`config.mk`:
```
export PLATFORM = sky130hd
export DESIGN_NAME = cpu_top
export DESIGN_NICKNAME = d
export VERILOG_FILES = /design/src/rtl/cpu_pkg.sv /design/src/rtl/pipe_if.sv /design/src/rtl/cpu_top.sv /design/src/rtl/result_unit.sv /design/src/rtl/execute_unit.sv /design/src/rtl/decode_unit.sv /design/src/rtl/reg_file.sv /design/src/rtl/fetch_unit.sv
export SDC_FILE = /design/constraint.sdc
export NUM_CORES = 2
export LEC_CHECK = 0
export BUFFER_PORTS_ARGS = -buffer_cell sky130_fd_sc_hd__buf_4
export CAP_MARGIN = 20
export CORE_MARGIN = 2
export CORE_UTILIZATION = 35
export CTS_BUF_LIST = sky130_fd_sc_hd__clkbuf_8 sky130_fd_sc_hd__clkbuf_16
export DETAILED_ROUTE_END_ITERATION = 6
export MAX_ROUTING_LAYER = met4
export PLACE_DENSITY = 0.58
export SLEW_MARGIN = 15
export SYNTH_ARGS = -nofsm -noshare
export SYNTH_HDL_FRONTEND = slang
export SYNTH_HIERARCHICAL = 1
export SYNTH_SLANG_ARGS = --single-unit
```
`constraint.sdc`:
```
create_clock -name clk -period 54.2 [get_ports clk]
set_clock_uncertainty 0.15 [all_clocks]
set_input_delay 2.71 -clock clk [delete_from_list [all_inputs] [get_ports clk]]
set_output_delay 2.71 -clock clk [all_outputs]
set_load 0.01 [all_outputs]
```
`src/rtl/cpu_pkg.sv`:
```
/*
 * Shared definitions for the four-stage RV32I subset pipeline.
 * Widths, reset PC, operation and fetch state encodings, bypass record.
 */

package cpu_pkg;

    localparam int XLEN = 32;

    typedef logic [XLEN-1:0] word_t;
    typedef logic [4:0]      reg_addr_t;

    // First fetch address after reset
    localparam word_t RESET_PC = 32'h3000_0000;

    // addi x0, x0, 0
    localparam word_t NOP_INST = 32'h0000_0013;

    typedef enum logic [3:0] {
        op_nop,
        op_add,
        op_sub,
        op_and,
        op_or,
        op_xor,
        op_slt,
        op_addi,
        op_lui,
        op_beq,
        op_bne,
        op_jal,
        op_ebreak
    } op_e;

    typedef enum logic [1:0] {
        fs_idle,
        fs_wait,
        fs_discard
    } fetch_state_e;

    // Result still on its way to the register file
    typedef struct packed {
        logic      valid;
        reg_addr_t rd;
        word_t     data;
    } bypass_t;

endpackage
```
`src/rtl/pipe_if.sv`:
```
/*
 * Stage-to-stage bundles of the pipeline.
 * fetch_dec_if is a valid/take handshake, dec_ex_if has no back-pressure.
 */

`timescale 1ns/100ps

interface fetch_dec_if;
    logic           valid;
    cpu_pkg::word_t pc;
    cpu_pkg::word_t inst;
    logic           take;

    modport fetch (
        output valid,
        output pc,
        output inst,
        input  take
    );

    modport decode (
        input  valid,
        input  pc,
        input  inst,
        output take
    );
endinterface

interface dec_ex_if;
    logic               valid;
    cpu_pkg::word_t     pc;
    cpu_pkg::op_e       op;
    cpu_pkg::reg_addr_t rd;
    cpu_pkg::word_t     a;
    cpu_pkg::word_t     b;
    cpu_pkg::word_t     imm;

    modport decode (
        output valid,
        output pc,
        output op,
        output rd,
        output a,
        output b,
        output imm
    );

    modport execute (
        input valid,
        input pc,
        input op,
        input rd,
        input a,
        input b,
        input imm
    );
endinterface

```
`src/rtl/cpu_top.sv`:
```
/*
 * Top level of the four-stage pipeline.
 * Fetch, decode, execute and result joined by interfaces and wires.
 */

`timescale 1ns/100ps

module cpu_top (
    input  logic               clk,
    input  logic               rst,
    output logic               ifu_req,
    output cpu_pkg::word_t     ifu_addr,
    input  logic               ifu_rvalid,
    input  cpu_pkg::word_t     ifu_rdata,
    output logic               commit_valid,
    output cpu_pkg::word_t     commit_pc,
    output cpu_pkg::reg_addr_t commit_rd,
    output cpu_pkg::word_t     commit_data,
    output logic               ebreak_flag,
    output cpu_pkg::word_t     exit_code
);

    fetch_dec_if fd_if ();
    dec_ex_if    de_if ();

    logic               redirect;
    cpu_pkg::word_t     redirect_pc;
    cpu_pkg::bypass_t   ex_bypass;
    cpu_pkg::op_e       ex_op;
    cpu_pkg::word_t     ex_pc;
    logic               wb_en;
    cpu_pkg::reg_addr_t wb_rd;
    cpu_pkg::word_t     wb_data;
    logic               halted;

    fetch_unit fetch_i (
        .clk         (clk),
        .rst         (rst),
        .redirect    (redirect),
        .redirect_pc (redirect_pc),
        .halted      (halted),
        .ifu_req     (ifu_req),
        .ifu_addr    (ifu_addr),
        .ifu_rvalid  (ifu_rvalid),
        .ifu_rdata   (ifu_rdata),
        .fd          (fd_if.fetch)
    );

    decode_unit decode_i (
        .clk       (clk),
        .rst       (rst),
        .fd        (fd_if.decode),
        .de        (de_if.decode),
        .redirect  (redirect),
        .ex_bypass (ex_bypass),
        .wb_en     (wb_en),
        .wb_rd     (wb_rd),
        .wb_data   (wb_data),
        .halted    (halted)
    );

    execute_unit execute_i (
        .clk         (clk),
        .rst         (rst),
        .de          (de_if.execute),
        .redirect    (redirect),
        .redirect_pc (redirect_pc),
        .ex_bypass   (ex_bypass),
        .ex_op       (ex_op),
        .ex_pc       (ex_pc)
    );

    result_unit result_i (
        .clk          (clk),
        .rst          (rst),
        .ex_bypass    (ex_bypass),
        .ex_op        (ex_op),
        .ex_pc        (ex_pc),
        .wb_en        (wb_en),
        .wb_rd        (wb_rd),
        .wb_data      (wb_data),
        .commit_valid (commit_valid),
        .commit_pc    (commit_pc),
        .commit_rd    (commit_rd),
        .commit_data  (commit_data),
        .ebreak_flag  (ebreak_flag),
        .exit_code    (exit_code),
        .halted       (halted)
    );

endmodule

```
`src/rtl/result_unit.sv`:
```
/*
 * Result stage. Registers the write-back and the commit record,
 * and latches the halt with a0 as exit code on ebreak.
 */

`timescale 1ns/100ps

module result_unit (
    input  logic               clk,
    input  logic               rst,
    input  cpu_pkg::bypass_t   ex_bypass,
    input  cpu_pkg::op_e       ex_op,
    input  cpu_pkg::word_t     ex_pc,
    output logic               wb_en,
    output cpu_pkg::reg_addr_t wb_rd,
    output cpu_pkg::word_t     wb_data,
    output logic               commit_valid,
    output cpu_pkg::word_t     commit_pc,
    output cpu_pkg::reg_addr_t commit_rd,
    output cpu_pkg::word_t     commit_data,
    output logic               ebreak_flag,
    output cpu_pkg::word_t     exit_code,
    output logic               halted
);

    logic no_write;
    logic is_ebreak;

    assign no_write  = ex_op == cpu_pkg::op_beq || ex_op == cpu_pkg::op_bne ||
                       ex_op == cpu_pkg::op_ebreak;
    assign is_ebreak = ex_bypass.valid && ex_op == cpu_pkg::op_ebreak;

    always_ff @(posedge clk or posedge rst) begin
        if (rst) begin
            wb_en        <= 1'b0;
            commit_valid <= 1'b0;
            ebreak_flag  <= 1'b0;
            exit_code    <= '0;
        end else begin
            wb_en        <= ex_bypass.valid && !no_write && ex_bypass.rd != '0;
            // Undecodable words retire silently
            commit_valid <= ex_bypass.valid && ex_op != cpu_pkg::op_nop;
            if (is_ebreak) begin
                ebreak_flag <= 1'b1;
                exit_code   <= ex_bypass.data;
            end
        end
    end

    always_ff @(posedge clk) begin
        wb_rd       <= ex_bypass.rd;
        wb_data     <= ex_bypass.data;
        commit_pc   <= ex_pc;
        commit_rd   <= ex_bypass.rd;
        // Data of an x0 write reads back as zero
        commit_data <= (ex_bypass.rd == '0 && ex_op != cpu_pkg::op_ebreak) ? '0 :
                       ex_bypass.data;
    end

    assign halted = ebreak_flag;

endmodule

```
`src/rtl/execute_unit.sv`:
```
/*
 * Execute stage. ALU, branch compare and jump target, redirect of
 * fetch on a taken branch or jal, and the execute/result register.
 */

`timescale 1ns/100ps

module execute_unit (
    input  logic             clk,
    input  logic             rst,
    dec_ex_if.execute        de,
    output logic             redirect,
    output cpu_pkg::word_t   redirect_pc,
    output cpu_pkg::bypass_t ex_bypass,
    output cpu_pkg::op_e     ex_op,
    output cpu_pkg::word_t   ex_pc
);

    cpu_pkg::word_t     alu_res;
    logic               taken;
    logic               ex_valid;
    cpu_pkg::reg_addr_t ex_rd;
    cpu_pkg::word_t     ex_data;

    always_comb begin
        alu_res = '0;
        taken   = 1'b0;
        case (de.op)
            cpu_pkg::op_add:  alu_res = de.a + de.b;
            cpu_pkg::op_sub:  alu_res = de.a - de.b;
            cpu_pkg::op_and:  alu_res = de.a & de.b;
            cpu_pkg::op_or:   alu_res = de.a | de.b;
            cpu_pkg::op_xor:  alu_res = de.a ^ de.b;
            cpu_pkg::op_slt:  alu_res = {31'b0, $signed(de.a) < $signed(de.b)};
            cpu_pkg::op_addi: alu_res = de.a + de.imm;
            cpu_pkg::op_lui:  alu_res = de.imm;
            cpu_pkg::op_beq:  taken = (de.a == de.b);
            cpu_pkg::op_bne:  taken = (de.a != de.b);
            cpu_pkg::op_jal: begin
                // Link value
                alu_res = de.pc + 32'd4;
                taken   = 1'b1;
            end
            // Exit code travels as the result
            cpu_pkg::op_ebreak: alu_res = de.a;
            default: alu_res = '0;
        endcase
    end

    // Branch and jal targets are both pc relative
    assign redirect    = de.valid && taken;
    assign redirect_pc = de.pc + de.imm;

    always_ff @(posedge clk or posedge rst) begin
        if (rst) begin
            ex_valid <= 1'b0;
            ex_op    <= cpu_pkg::op_nop;
        end else begin
            ex_valid <= de.valid;
            ex_op    <= de.valid ? de.op : cpu_pkg::op_nop;
        end
    end

    always_ff @(posedge clk) begin
        ex_rd   <= de.rd;
        ex_data <= alu_res;
        ex_pc   <= de.pc;
    end

    assign ex_bypass = '{valid: ex_valid, rd: ex_rd, data: ex_data};

endmodule

```
`src/rtl/decode_unit.sv`:
```
/*
 * Decode stage. Maps the instruction to an operation and immediate,
 * reads and forwards operands, stalls on a dependence on the
 * instruction in execute, and loads the decode/execute register.
 */

`timescale 1ns/100ps

module decode_unit (
    input  logic               clk,
    input  logic               rst,
    fetch_dec_if.decode        fd,
    dec_ex_if.decode           de,
    input  logic               redirect,
    input  cpu_pkg::bypass_t   ex_bypass,
    input  logic               wb_en,
    input  cpu_pkg::reg_addr_t wb_rd,
    input  cpu_pkg::word_t     wb_data,
    input  logic               halted
);

    cpu_pkg::word_t     inst;
    cpu_pkg::op_e       op;
    cpu_pkg::word_t     imm;
    cpu_pkg::reg_addr_t rs1;
    cpu_pkg::reg_addr_t rd;
    logic               use_rs1;
    logic               use_rs2;
    cpu_pkg::word_t     rf_rd1;
    cpu_pkg::word_t     rf_rd2;
    logic               stall;
    logic               ebreak_seen;

    // An empty slot decodes as a nop and matches no register
    assign inst = fd.valid ? fd.inst : cpu_pkg::NOP_INST;

    always_comb begin
        op      = cpu_pkg::op_nop;
        imm     = {{20{inst[31]}}, inst[31:20]};
        use_rs1 = 1'b0;
        use_rs2 = 1'b0;
        case (inst[6:0])
            7'b0110011: begin
                use_rs1 = 1'b1;
                use_rs2 = 1'b1;
                if (inst[31:25] == 7'b0000000) begin
                    case (inst[14:12])
                        3'b000: op = cpu_pkg::op_add;
                        3'b111: op = cpu_pkg::op_and;
                        3'b110: op = cpu_pkg::op_or;
                        3'b100: op = cpu_pkg::op_xor;
                        3'b010: op = cpu_pkg::op_slt;
                        default: op = cpu_pkg::op_nop;
                    endcase
                end else if (inst[31:25] == 7'b0100000 && inst[14:12] == 3'b000) begin
                    op = cpu_pkg::op_sub;
                end
            end
            7'b0010011: begin
                use_rs1 = 1'b1;
                if (inst[14:12] == 3'b000) op = cpu_pkg::op_addi;
            end
            7'b0110111: begin
                op  = cpu_pkg::op_lui;
                imm = {inst[31:12], 12'b0};
            end
            7'b1100011: begin
                use_rs1 = 1'b1;
                use_rs2 = 1'b1;
                imm     = {{20{inst[31]}}, inst[7], inst[30:25], inst[11:8], 1'b0};
                if (inst[14:12] == 3'b000) op = cpu_pkg::op_beq;
                if (inst[14:12] == 3'b001) op = cpu_pkg::op_bne;
            end
            7'b1101111: begin
                op  = cpu_pkg::op_jal;
                imm = {{12{inst[31]}}, inst[19:12], inst[20], inst[30:21], 1'b0};
            end
            7'b1110011: begin
                // ebreak reads a0 for the exit code
                if (inst == 32'h0010_0073) begin
                    op      = cpu_pkg::op_ebreak;
                    use_rs1 = 1'b1;
                end
            end
            default: op = cpu_pkg::op_nop;
        endcase
        if (op == cpu_pkg::op_nop) begin
            use_rs1 = 1'b0;
            use_rs2 = 1'b0;
        end
    end

    assign rs1 = (op == cpu_pkg::op_ebreak) ? 5'd10 : inst[19:15];

    // Only ALU ops, lui and jal write a register
    assign rd = (op == cpu_pkg::op_nop || op == cpu_pkg::op_beq || op == cpu_pkg::op_bne ||
                 op == cpu_pkg::op_ebreak) ? '0 : inst[11:7];

    reg_file rf_i (
        .clk     (clk),
        .rst     (rst),
        .rs1     (rs1),
        .rs2     (inst[24:20]),
        .rd1     (rf_rd1),
        .rd2     (rf_rd2),
        .wb_en   (wb_en),
        .wb_rd   (wb_rd),
        .wb_data (wb_data)
    );

    // Execute result is one cycle short of being forwardable
    assign stall = de.valid && de.rd != '0 &&
                   ((use_rs1 && rs1 == de.rd) || (use_rs2 && inst[24:20] == de.rd));

    assign fd.take = fd.valid && !stall && !redirect && !ebreak_seen && !halted;

    function automatic cpu_pkg::word_t fwd(input cpu_pkg::reg_addr_t rs,
                                           input cpu_pkg::word_t rf_val);
        if (ex_bypass.valid && ex_bypass.rd == rs && rs != '0) return ex_bypass.data;
        return rf_val;
    endfunction

    always_ff @(posedge clk or posedge rst) begin
        if (rst) begin
            de.valid    <= 1'b0;
            de.op       <= cpu_pkg::op_nop;
            ebreak_seen <= 1'b0;
        end else begin
            // Bubble on stall, redirect or empty slot
            de.valid <= fd.take;
            de.op    <= fd.take ? op : cpu_pkg::op_nop;
            if (fd.take && op == cpu_pkg::op_ebreak) ebreak_seen <= 1'b1;
        end
    end

    always_ff @(posedge clk) begin
        if (fd.take) begin
            de.pc  <= fd.pc;
            de.rd  <= rd;
            de.a   <= fwd(rs1, rf_rd1);
            de.b   <= fwd(inst[24:20], rf_rd2);
            de.imm <= imm;
        end
    end

endmodule

```
`src/rtl/reg_file.sv`:
```
/*
 * Integer register file, 31 writable entries plus hard-wired x0.
 * Reads see a same-cycle write.
 */

`timescale 1ns/100ps

module reg_file (
    input  logic               clk,
    input  logic               rst,
    input  cpu_pkg::reg_addr_t rs1,
    input  cpu_pkg::reg_addr_t rs2,
    output cpu_pkg::word_t     rd1,
    output cpu_pkg::word_t     rd2,
    input  logic               wb_en,
    input  cpu_pkg::reg_addr_t wb_rd,
    input  cpu_pkg::word_t     wb_data
);

    cpu_pkg::word_t regs [1:31];

    always_ff @(posedge clk or posedge rst) begin
        if (rst) begin
            for (int i = 1; i < 32; i++) regs[i] <= '0;
        end else if (wb_en && wb_rd != '0) begin
            regs[wb_rd] <= wb_data;
        end
    end

    assign rd1 = (rs1 == '0) ? '0 : (wb_en && wb_rd == rs1) ? wb_data : regs[rs1];
    assign rd2 = (rs2 == '0) ? '0 : (wb_en && wb_rd == rs2) ? wb_data : regs[rs2];

endmodule

```
`src/rtl/fetch_unit.sv`:
```
/*
 * Instruction fetch. Issues one pulsed request at a time, captures
 * the response into the holding register read by decode, and drops
 * a response that was already in flight when a redirect came in.
 */

`timescale 1ns/100ps

module fetch_unit (
    input  logic                  clk,
    input  logic                  rst,
    input  logic                  redirect,
    input  cpu_pkg::word_t        redirect_pc,
    input  logic                  halted,
    output logic                  ifu_req,
    output cpu_pkg::word_t        ifu_addr,
    input  logic                  ifu_rvalid,
    input  cpu_pkg::word_t        ifu_rdata,
    fetch_dec_if.fetch            fd
);

    cpu_pkg::fetch_state_e state;
    cpu_pkg::word_t        pc;
    logic                  issue;
    logic                  capture;

    // Room in the holding register and nothing outstanding
    assign issue = (state == cpu_pkg::fs_idle) && (!fd.valid || fd.take) &&
                   !halted && !redirect;

    assign capture = (state == cpu_pkg::fs_wait) && ifu_rvalid && !redirect;

    always_ff @(posedge clk or posedge rst) begin
        if (rst) begin
            state    <= cpu_pkg::fs_idle;
            pc       <= cpu_pkg::RESET_PC;
            ifu_req  <= 1'b0;
            fd.valid <= 1'b0;
        end else begin
            ifu_req <= issue;

            case (state)
                cpu_pkg::fs_idle: begin
                    if (issue) state <= cpu_pkg::fs_wait;
                end
                cpu_pkg::fs_wait: begin
                    if (ifu_rvalid) begin
                        state <= cpu_pkg::fs_idle;
                    end else if (redirect) begin
                        state <= cpu_pkg::fs_discard;
                    end
                end
                cpu_pkg::fs_discard: begin
                    // Stale response, thrown away
                    if (ifu_rvalid) state <= cpu_pkg::fs_idle;
                end
                default: state <= cpu_pkg::fs_idle;
            endcase

            if (redirect) begin
                pc <= redirect_pc;
            end else if (issue) begin
                pc <= pc + 32'd4;
            end

            if (redirect) begin
                fd.valid <= 1'b0;
            end else if (capture) begin
                fd.valid <= 1'b1;
            end else if (fd.take) begin
                fd.valid <= 1'b0;
            end
        end
    end

    // Address held steady until the response comes back
    always_ff @(posedge clk) begin
        if (issue) ifu_addr <= pc;
        if (capture) begin
            fd.pc   <= ifu_addr;
            fd.inst <= ifu_rdata;
        end
    end

endmodule

```
### After elaboration in Yosys (flattened, before gate mapping)

Cells that the tools add are included.
W data, S select, Z words.

| storage, ports and cells | value |
|---|---|
| register bits | 1,473 |
| input port bits | 35 |
| output and inout port bits | 136 |
| logic and storage cells | 232 |

| operators by class | value |
|---|---|
| add/subtract/negate cells | 6 |
| $lt $le $gt $ge | 5 |
| equality and inequality tests | 45 |
| muxes and demuxes | 51 |
| bitwise operators | 6 |
| reductions and logical operators | 60 |

Operator list:

| cell | number |
|---|---|
| $bwmux W992 | 1 |
| $mux W32 | 16 |
| $bmux W32 S5 | 2 |
| $pmux W32 S10 | 1 |
| $demux W32 S5 | 1 |
| $add A32 B32 Y32 | 3 |
| $pmux W31 S3 | 1 |
| $add A32 B3 Y32 const B | 2 |
| $eq A4 B4 Y1 const B | 11 |
| $and A32 B32 Y32 | 1 |
| $eq A32 B21 Y1 const B | 1 |
| $eq A32 B32 Y1 | 1 |
| $lt A32 B32 Y1 | 1 |
| $ne A32 B32 Y1 | 1 |
| $or A32 B32 Y32 | 1 |
| $sub A32 B32 Y32 | 1 |
| $xor A32 B32 Y32 | 1 |
| $eq A5 B5 Y1 | 6 |
| $logic_and A1 B1 Y1 | 29 |
| $reduce_bool A5 Y1 | 5 |
| $mux W4 | 6 |
| $pmux W4 S6 | 1 |
| $eq A7 B6 Y1 const B | 3 |
| $eq A7 B7 Y1 const B | 3 |
| 37 further kinds | 74 |

### Depth between registers and ports, before layout

| depth | value |
|---|---|
| depth in word-level cells | 23 |
| gate-level depth with buffers | 19 |
| gate-level depth less buffers | 18 |

### Hierarchy

The synthesis kept the hierarchy.

Modules (own cells, without submodules):

| module | instances | cells each | area each (um^2) | sequential area each (um^2) |
|---|---|---|---|---|
| reg_file | 1 | 3,671 | 54,005.5 | 24,823.8 |
| execute_unit | 1 | 1,318 | 10,380.0 | 1,506.4 |
| decode_unit | 1 | 449 | 6,543.8 | 4,144.0 |
| fetch_unit | 1 | 316 | 4,873.4 | 3,786.1 |
| result_unit | 1 | 224 | 3,712.3 | 2,897.8 |

### Worst setup path before layout

OpenSTA, ideal clock, no wires.

| timing | value |
|---|---|
| kind | reg2reg |
| start | register decode_i.de.a[16] |
| end | register fetch_i.ifu_addr[0] (enable) |
| setup time | 0.422 ns |
| arrival time | 11.129 ns |
| data required time | 53.628 ns |
| slack | 42.498 ns |
| stages on the path, launching flop included | 16 |
| buffers on the path | 0 |
| clock period less this slack | 11.702 ns |
| path through | edfxtp_1 -> inv_1 -> ha_1 -> nor2_2 -> nand3_1 -> nor4_4 -> and4b_1 -> nand4_1 -> mux2i_1 -> nor3b_1 -> nor3b_1 -> nand2b_1 -> nor2_1 -> nor2b_1 -> or4_1 -> nor2_1 |

| between the ends | value |
|---|---|
| cells in the longest elaborated chain, start to end | 11 |
| elaborated cells between the ends (all ways) | 12 |
| classes of those cells | eq/ne (2); mux (1); reduce/logical (9) |

RTL lines:

| what | line | source |
|---|---|---|
| start, declared | pipe_if.sv:43 | `output a,` |
| start signal, assigned | decode_unit.sv:140 | `de.a <= fwd(rs1, rf_rd1);` |
| $ne A32 B32 Y1 or $eq A32 B32 Y1 (tied branches) | execute_unit.sv:38, execute_unit.sv:37 |  |
| $pmux W1 S3 (*) | execute_unit.sv:28 | `case (de.op)` |
| $logic_and A1 B1 Y1 (*) | execute_unit.sv:51 | `assign redirect = de.valid && taken;` |
| named net redirect | cpu_top.sv:26 | `logic redirect;` |
| $logic_not A1 Y1 (*) | decode_unit.sv:115 | `assign fd.take = fd.valid && !stall && !redirect && !ebreak_seen && !halted;` |
| $logic_and A1 B1 Y1 (*) (3 in series) | decode_unit.sv:115 |  |
| named net fd_if.take | pipe_if.sv:12 | `logic take;` |
| $logic_or A1 B1 Y1 (*) | fetch_unit.sv:28 | `assign issue = (state == cpu_pkg::fs_idle) && (!fd.valid \|\| fd.take) &&` |
| $logic_and A1 B1 Y1 (*) (2 in series) | fetch_unit.sv:28 |  |
| $logic_and A1 B1 Y1 (*) | fetch_unit.sv:29 | `!halted && !redirect;` |
| named net fetch_i.issue | fetch_unit.sv:24 | `logic issue;` |
| end signal, assigned | fetch_unit.sv:78 | `if (issue) ifu_addr <= pc;` |
| end, declared | fetch_unit.sv:16 | `output cpu_pkg::word_t ifu_addr,` |

The timed path passes the listed nets; every way through them passes the cells marked *.
A chain may end at the register's enable or synchronous reset.

### Worst setup path after layout

| timing | value |
|---|---|
| start | register fetch_i.fd.valid |
| end | register decode_i.de.a[1] (data pin) |

| between the ends | value |
|---|---|
| cells in the longest elaborated chain, start to end | 15 |
| elaborated cells between the ends (all ways) | 43 |
| classes of those cells | eq/ne (16); mux (18); bitwise (1); reduce/logical (8) |

RTL lines:

| what | line | source |
|---|---|---|
| start, declared | pipe_if.sv:15 | `output valid,` |
| start signal, assigned | fetch_unit.sv:38 | `fd.valid <= 1'b0;` |
| start signal, assigned | fetch_unit.sv:67 | `fd.valid <= 1'b0;` |
| start signal, assigned | fetch_unit.sv:69 | `fd.valid <= 1'b1;` |
| $mux W32 (*) | decode_unit.sv:35 | `assign inst = fd.valid ? fd.inst : cpu_pkg::NOP_INST;` |
| $eq A7 B6 Y1 or $logic_not A3 Y1 (tied branches) | decode_unit.sv:55, decode_unit.sv:47, decode_unit.sv:61 |  |
| $logic_and A1 B1 Y1 | decode_unit.sv:55 | `end else if (inst[31:25] == 7'b0100000 && inst[14:12] == 3'b000) begin` |
| $mux W2 | decode_unit.sv:55 |  |
| $mux W4 | decode_unit.sv:46 | `if (inst[31:25] == 7'b0000000) begin` |
| $pmux W4 S6 | decode_unit.sv:42 | `case (inst[6:0])` |
| $eq A4 B4 Y1 | decode_unit.sv:93 | `assign rs1 = (op == cpu_pkg::op_ebreak) ? 5'd10 : inst[19:15];` |
| $mux W5 (*) | decode_unit.sv:93 |  |
| named net decode_i.rs1[0] | decode_unit.sv:25 | `cpu_pkg::reg_addr_t rs1;` |
| $not A5 Y6 (not written as such) | reg_file.sv:30 | `assign rd1 = (rs1 == '0) ? '0 : (wb_en && wb_rd == rs1) ? wb_data : regs[rs1];` |
| $bmux W32 S5 | reg_file.sv:30 |  |
| $mux W32 (not written as such) (2 in series) | reg_file.sv:30 |  |
| $mux W32 | reg_file.sv:30 |  |
| $mux W32 (*) | reg_file.sv:30 |  |
| named net decode_i.rf_rd1[1] | decode_unit.sv:29 | `cpu_pkg::word_t rf_rd1;` |
| $mux W32 (*) | decode_unit.sv:120 | `return rf_val;` |

The timed path passes the listed nets; every way through them passes the cells marked *. The select of a mux whose other input is x is not followed.

==> impl_metrics.json <==
{
  "start_util": 0.353,
  "hold_path_class": "register to register",
  "synth_top_flop_cell": "dfrtp_1",
  "fin_util": 0.395,
  "place.gp.congestion": 0.967,
  "drive_gt1_frac": 0.321,
  "core_area_sq_um": 225000,
  "hold_end": "result_i/commit_pc[30]",
  "synth_fp_nets": 6179,
  "cts.sinks": 1473,
  "leakage_nw": 38.8,
  "synth_edf_count": 229,
  "synth_top_area_cell": "dfrtp_1",
  "cp_max_fo": 63,
  "place_area_sq_um": 83200,
  "tightest_slew_ps": 1140,
  "drv_cap": 0,
  "critPathArrivalTime_ps": 6910,
  "worst_r2r_path_depth": 12,
  "powerDensity_nw_per_um2": 61.1,
  "die-area_sq_um": 231000,
  "fin_crit_ps": 6470,
  "yosysWarnings": 6,
  "synthDominantCellAreaShare": 0.337,
  "holdWs_ps": 174,
  "row_count": 174,
  "largest_reg_flops": 992,
  "dpl.hpwl_mm": 173,
  "clk_latency_ps": 830,
  "synth-seq-cells": 1473,
  "status": "complete, no violations",
  "via_per_inst": 6.03,
  "r2r_start": "fetch_i/fd.valid",
  "clkTransAtPathRegs_ps": 60,
  "min_path_cells": 0,
  "routedWlPerCell_um": 30.9,
  "synth_cell_type_count": 126,
  "cts-resized-gates": 0,
  "drt_iter0_markers": 5989,
  "dr.pass1.iters": 6,
  "setup_tns_ps": 0,
  "routed_wl_mm": 281,
  "dieHeight_um": 481,
  "gr-total-overflow": 0,
  "antenna_left": 0,
  "synth_area_leaders": "dfrtp_1, mux4_2, mux2_2, edfxtp_1, mux2_1",
  "io_pins": 171,
  "drc": 0,
  "die_w_um": 481,
  "clockRootBuffer": "clkbuf_16",
  "numCtsBuffers": 165,
  "syn_area_sq_um": 79500,
  "final_area_sq_um": 89000,
  "fmax_ghz": 0.154,
  "crit_type": "register to register",
  "grt_pass1_wl_mm": 403,
  "peakVddDrop_v": 0.0000289,
  "syn_area_per_cell_sq_um": 13.3,
  "setup_violations": 0,
  "rsz0062_at_grt": "false",
  "syn_to_final_growth_pct": 11.9,
  "critPathRequiredTime_ps": 54640,
  "min_period_over_period": 0.119,
  "synthArstFlopShare": 0.729,
  "slew_headroom": 0.239,
  "cts_hold_buf": 0,
  "grt_pass1_vias": 54200,
  "grt_max_degree": 109,
  "synthCells": 5978,
  "cts_tree": "yes",
  "grt_usage": 0.246,
  "rr_endpoint": "decode_i/de.a[1]",
  "end_kind": "register",
  "hold_viol_final": 0,
  "regToRegSetupSlack_ps": 47730,
  "slew_violations": 0,
  "seq_area_frac_synth": 0.467,
  "antenna_found_initial": 14,
  "io_buffers": 170,
  "holdCritStartpoint": "execute_i/ex_pc[30]",
  "fin_nets": 6149,
  "post_cts_buffers": 0,
  "regMostFlops": "decode_i/rf_i/regs",
  "clockBufferDepth": 3,
  "htreeDepth": 4,
  "vias": 54800,
  "startpoint_type": "register"
}
synthesized netlist by cell type (all sizes together), types with 62 or more instances:
cell type,number
dfrtp,1072
a21oi,114
mux2,1212
a221oi,96
xnor2,82
dfxtp,170
a211oi,77
nand2,248
o22ai,62
o21ai,130
mux2i,137
nor2,205
ha,163
nor2b,64
nand3,87
edfxtp,229
clkbuf,219
nor3,102
mux4,420
buf,286
inv,135
power by group:
group	switching, mW	internal, mW
clock network	0.476	0.665
logic	1.33	1.02
registers	0.405	1.54
total	2.21	3.22
layer usage:
layer	global-route usage	share of wire	vias to the layer above
met3	0.0481	0.078	605
met5	-	0	-
met2	0.375	0.46	2573
li1	-	-	22700
met4	0.109	0.049	0
met1	0.317	0.41	28900
kinds of logic (layout without fill, tap and decap cells):
| kind of cell | Yosys count | after routing | share of synthesized area |
|---|---|---|---|
| muxes | 1769 | 1769 | 0.309 |
| DFF | 1473 | 1473 | 0.467 |
| and+or+nand+nor | 951 | 951 | 0.0616 |
| AOI/OAI and AO/OA | 840 | 840 | 0.0798 |
| buffers and inverters | 640 | 748 | 0.0401 |
| adders and majority gates | 166 | 166 | 0.0264 |
| xor gates and xnor gates | 139 | 139 | 0.0153 |
| other | 0 | 12 | 0 |
placed cells by master, fill, tap and decap left out, types with 33 or more instances in the layout:
cell	instances
dfrtp_1	1072
mux2_2	772
mux4_2	420
mux2_1	407
buf_4	295
edfxtp_1	229
nand2_1	228
nor2_1	182
clkbuf_16	169
dfxtp_1	165
ha_1	163
inv_1	162
mux2i_1	137
o21ai_0	119
a21oi_1	113
nor3_1	98
a221oi_1	95
nand3_1	84
xnor2_1	82
a211oi_1	67
o22ai_1	62
xor2_1	57
nor2b_1	56
clkbuf_8	40
a22o_1	39
nand4_1	37
and3_1	34
and2_1	33
mux2_4	33
cell type report:
class | instances | area [sq um]
multi-input cells | 3865 | 39500
fillers | 21000 | 136000
diodes | 12 | 30.0
repair buffers | 308 | 2410
inverters | 135 | 543
well taps | 2992 | 3740
clock buffers | 209 | 4780
flip-flops and latches | 1473 | 37200
clock inverters | 96 | 776
per-stage QoR:
stage	cells	total power [mW]	worst slack [ps]
floorplan	5978	3.43	23430
global placement	8763	4.22	46920
detailed placement	8763	4.25	46880
CTS	9068	5.40	47710
global route	9084	5.68	47180
finish	9090	5.44	47730
critical path, stage by stage, from the launching register on:
cell,delay [ps]
dfrtp_1,340
buf_4,420
nand2_1,320
inv_8,590
buf_4,670
buf_4,790
buf_4,780
mux4_2,590
a22o_1,250
a221oi_1,550
o31a_1,260
a211oi_1,70
mux2_4,310
how the worst max path moves through the flow:
stage | cells after the start | startpoint | endpoint
after floorplan | 1 | rst | decode_i/rf_i/regs[0]
after global placement | 6 | rst | decode_i/rf_i/regs[394]
after detailed placement | 6 | rst | decode_i/rf_i/regs[397]
after CTS | 12 | fetch_i/fd.valid | decode_i/de.a[1]
after global routing | 6 | rst | decode_i/rf_i/regs[520]
final | 12 | fetch_i/fd.valid | decode_i/de.a[1]
No activity file was read; power rests on OpenSTA's default activity.
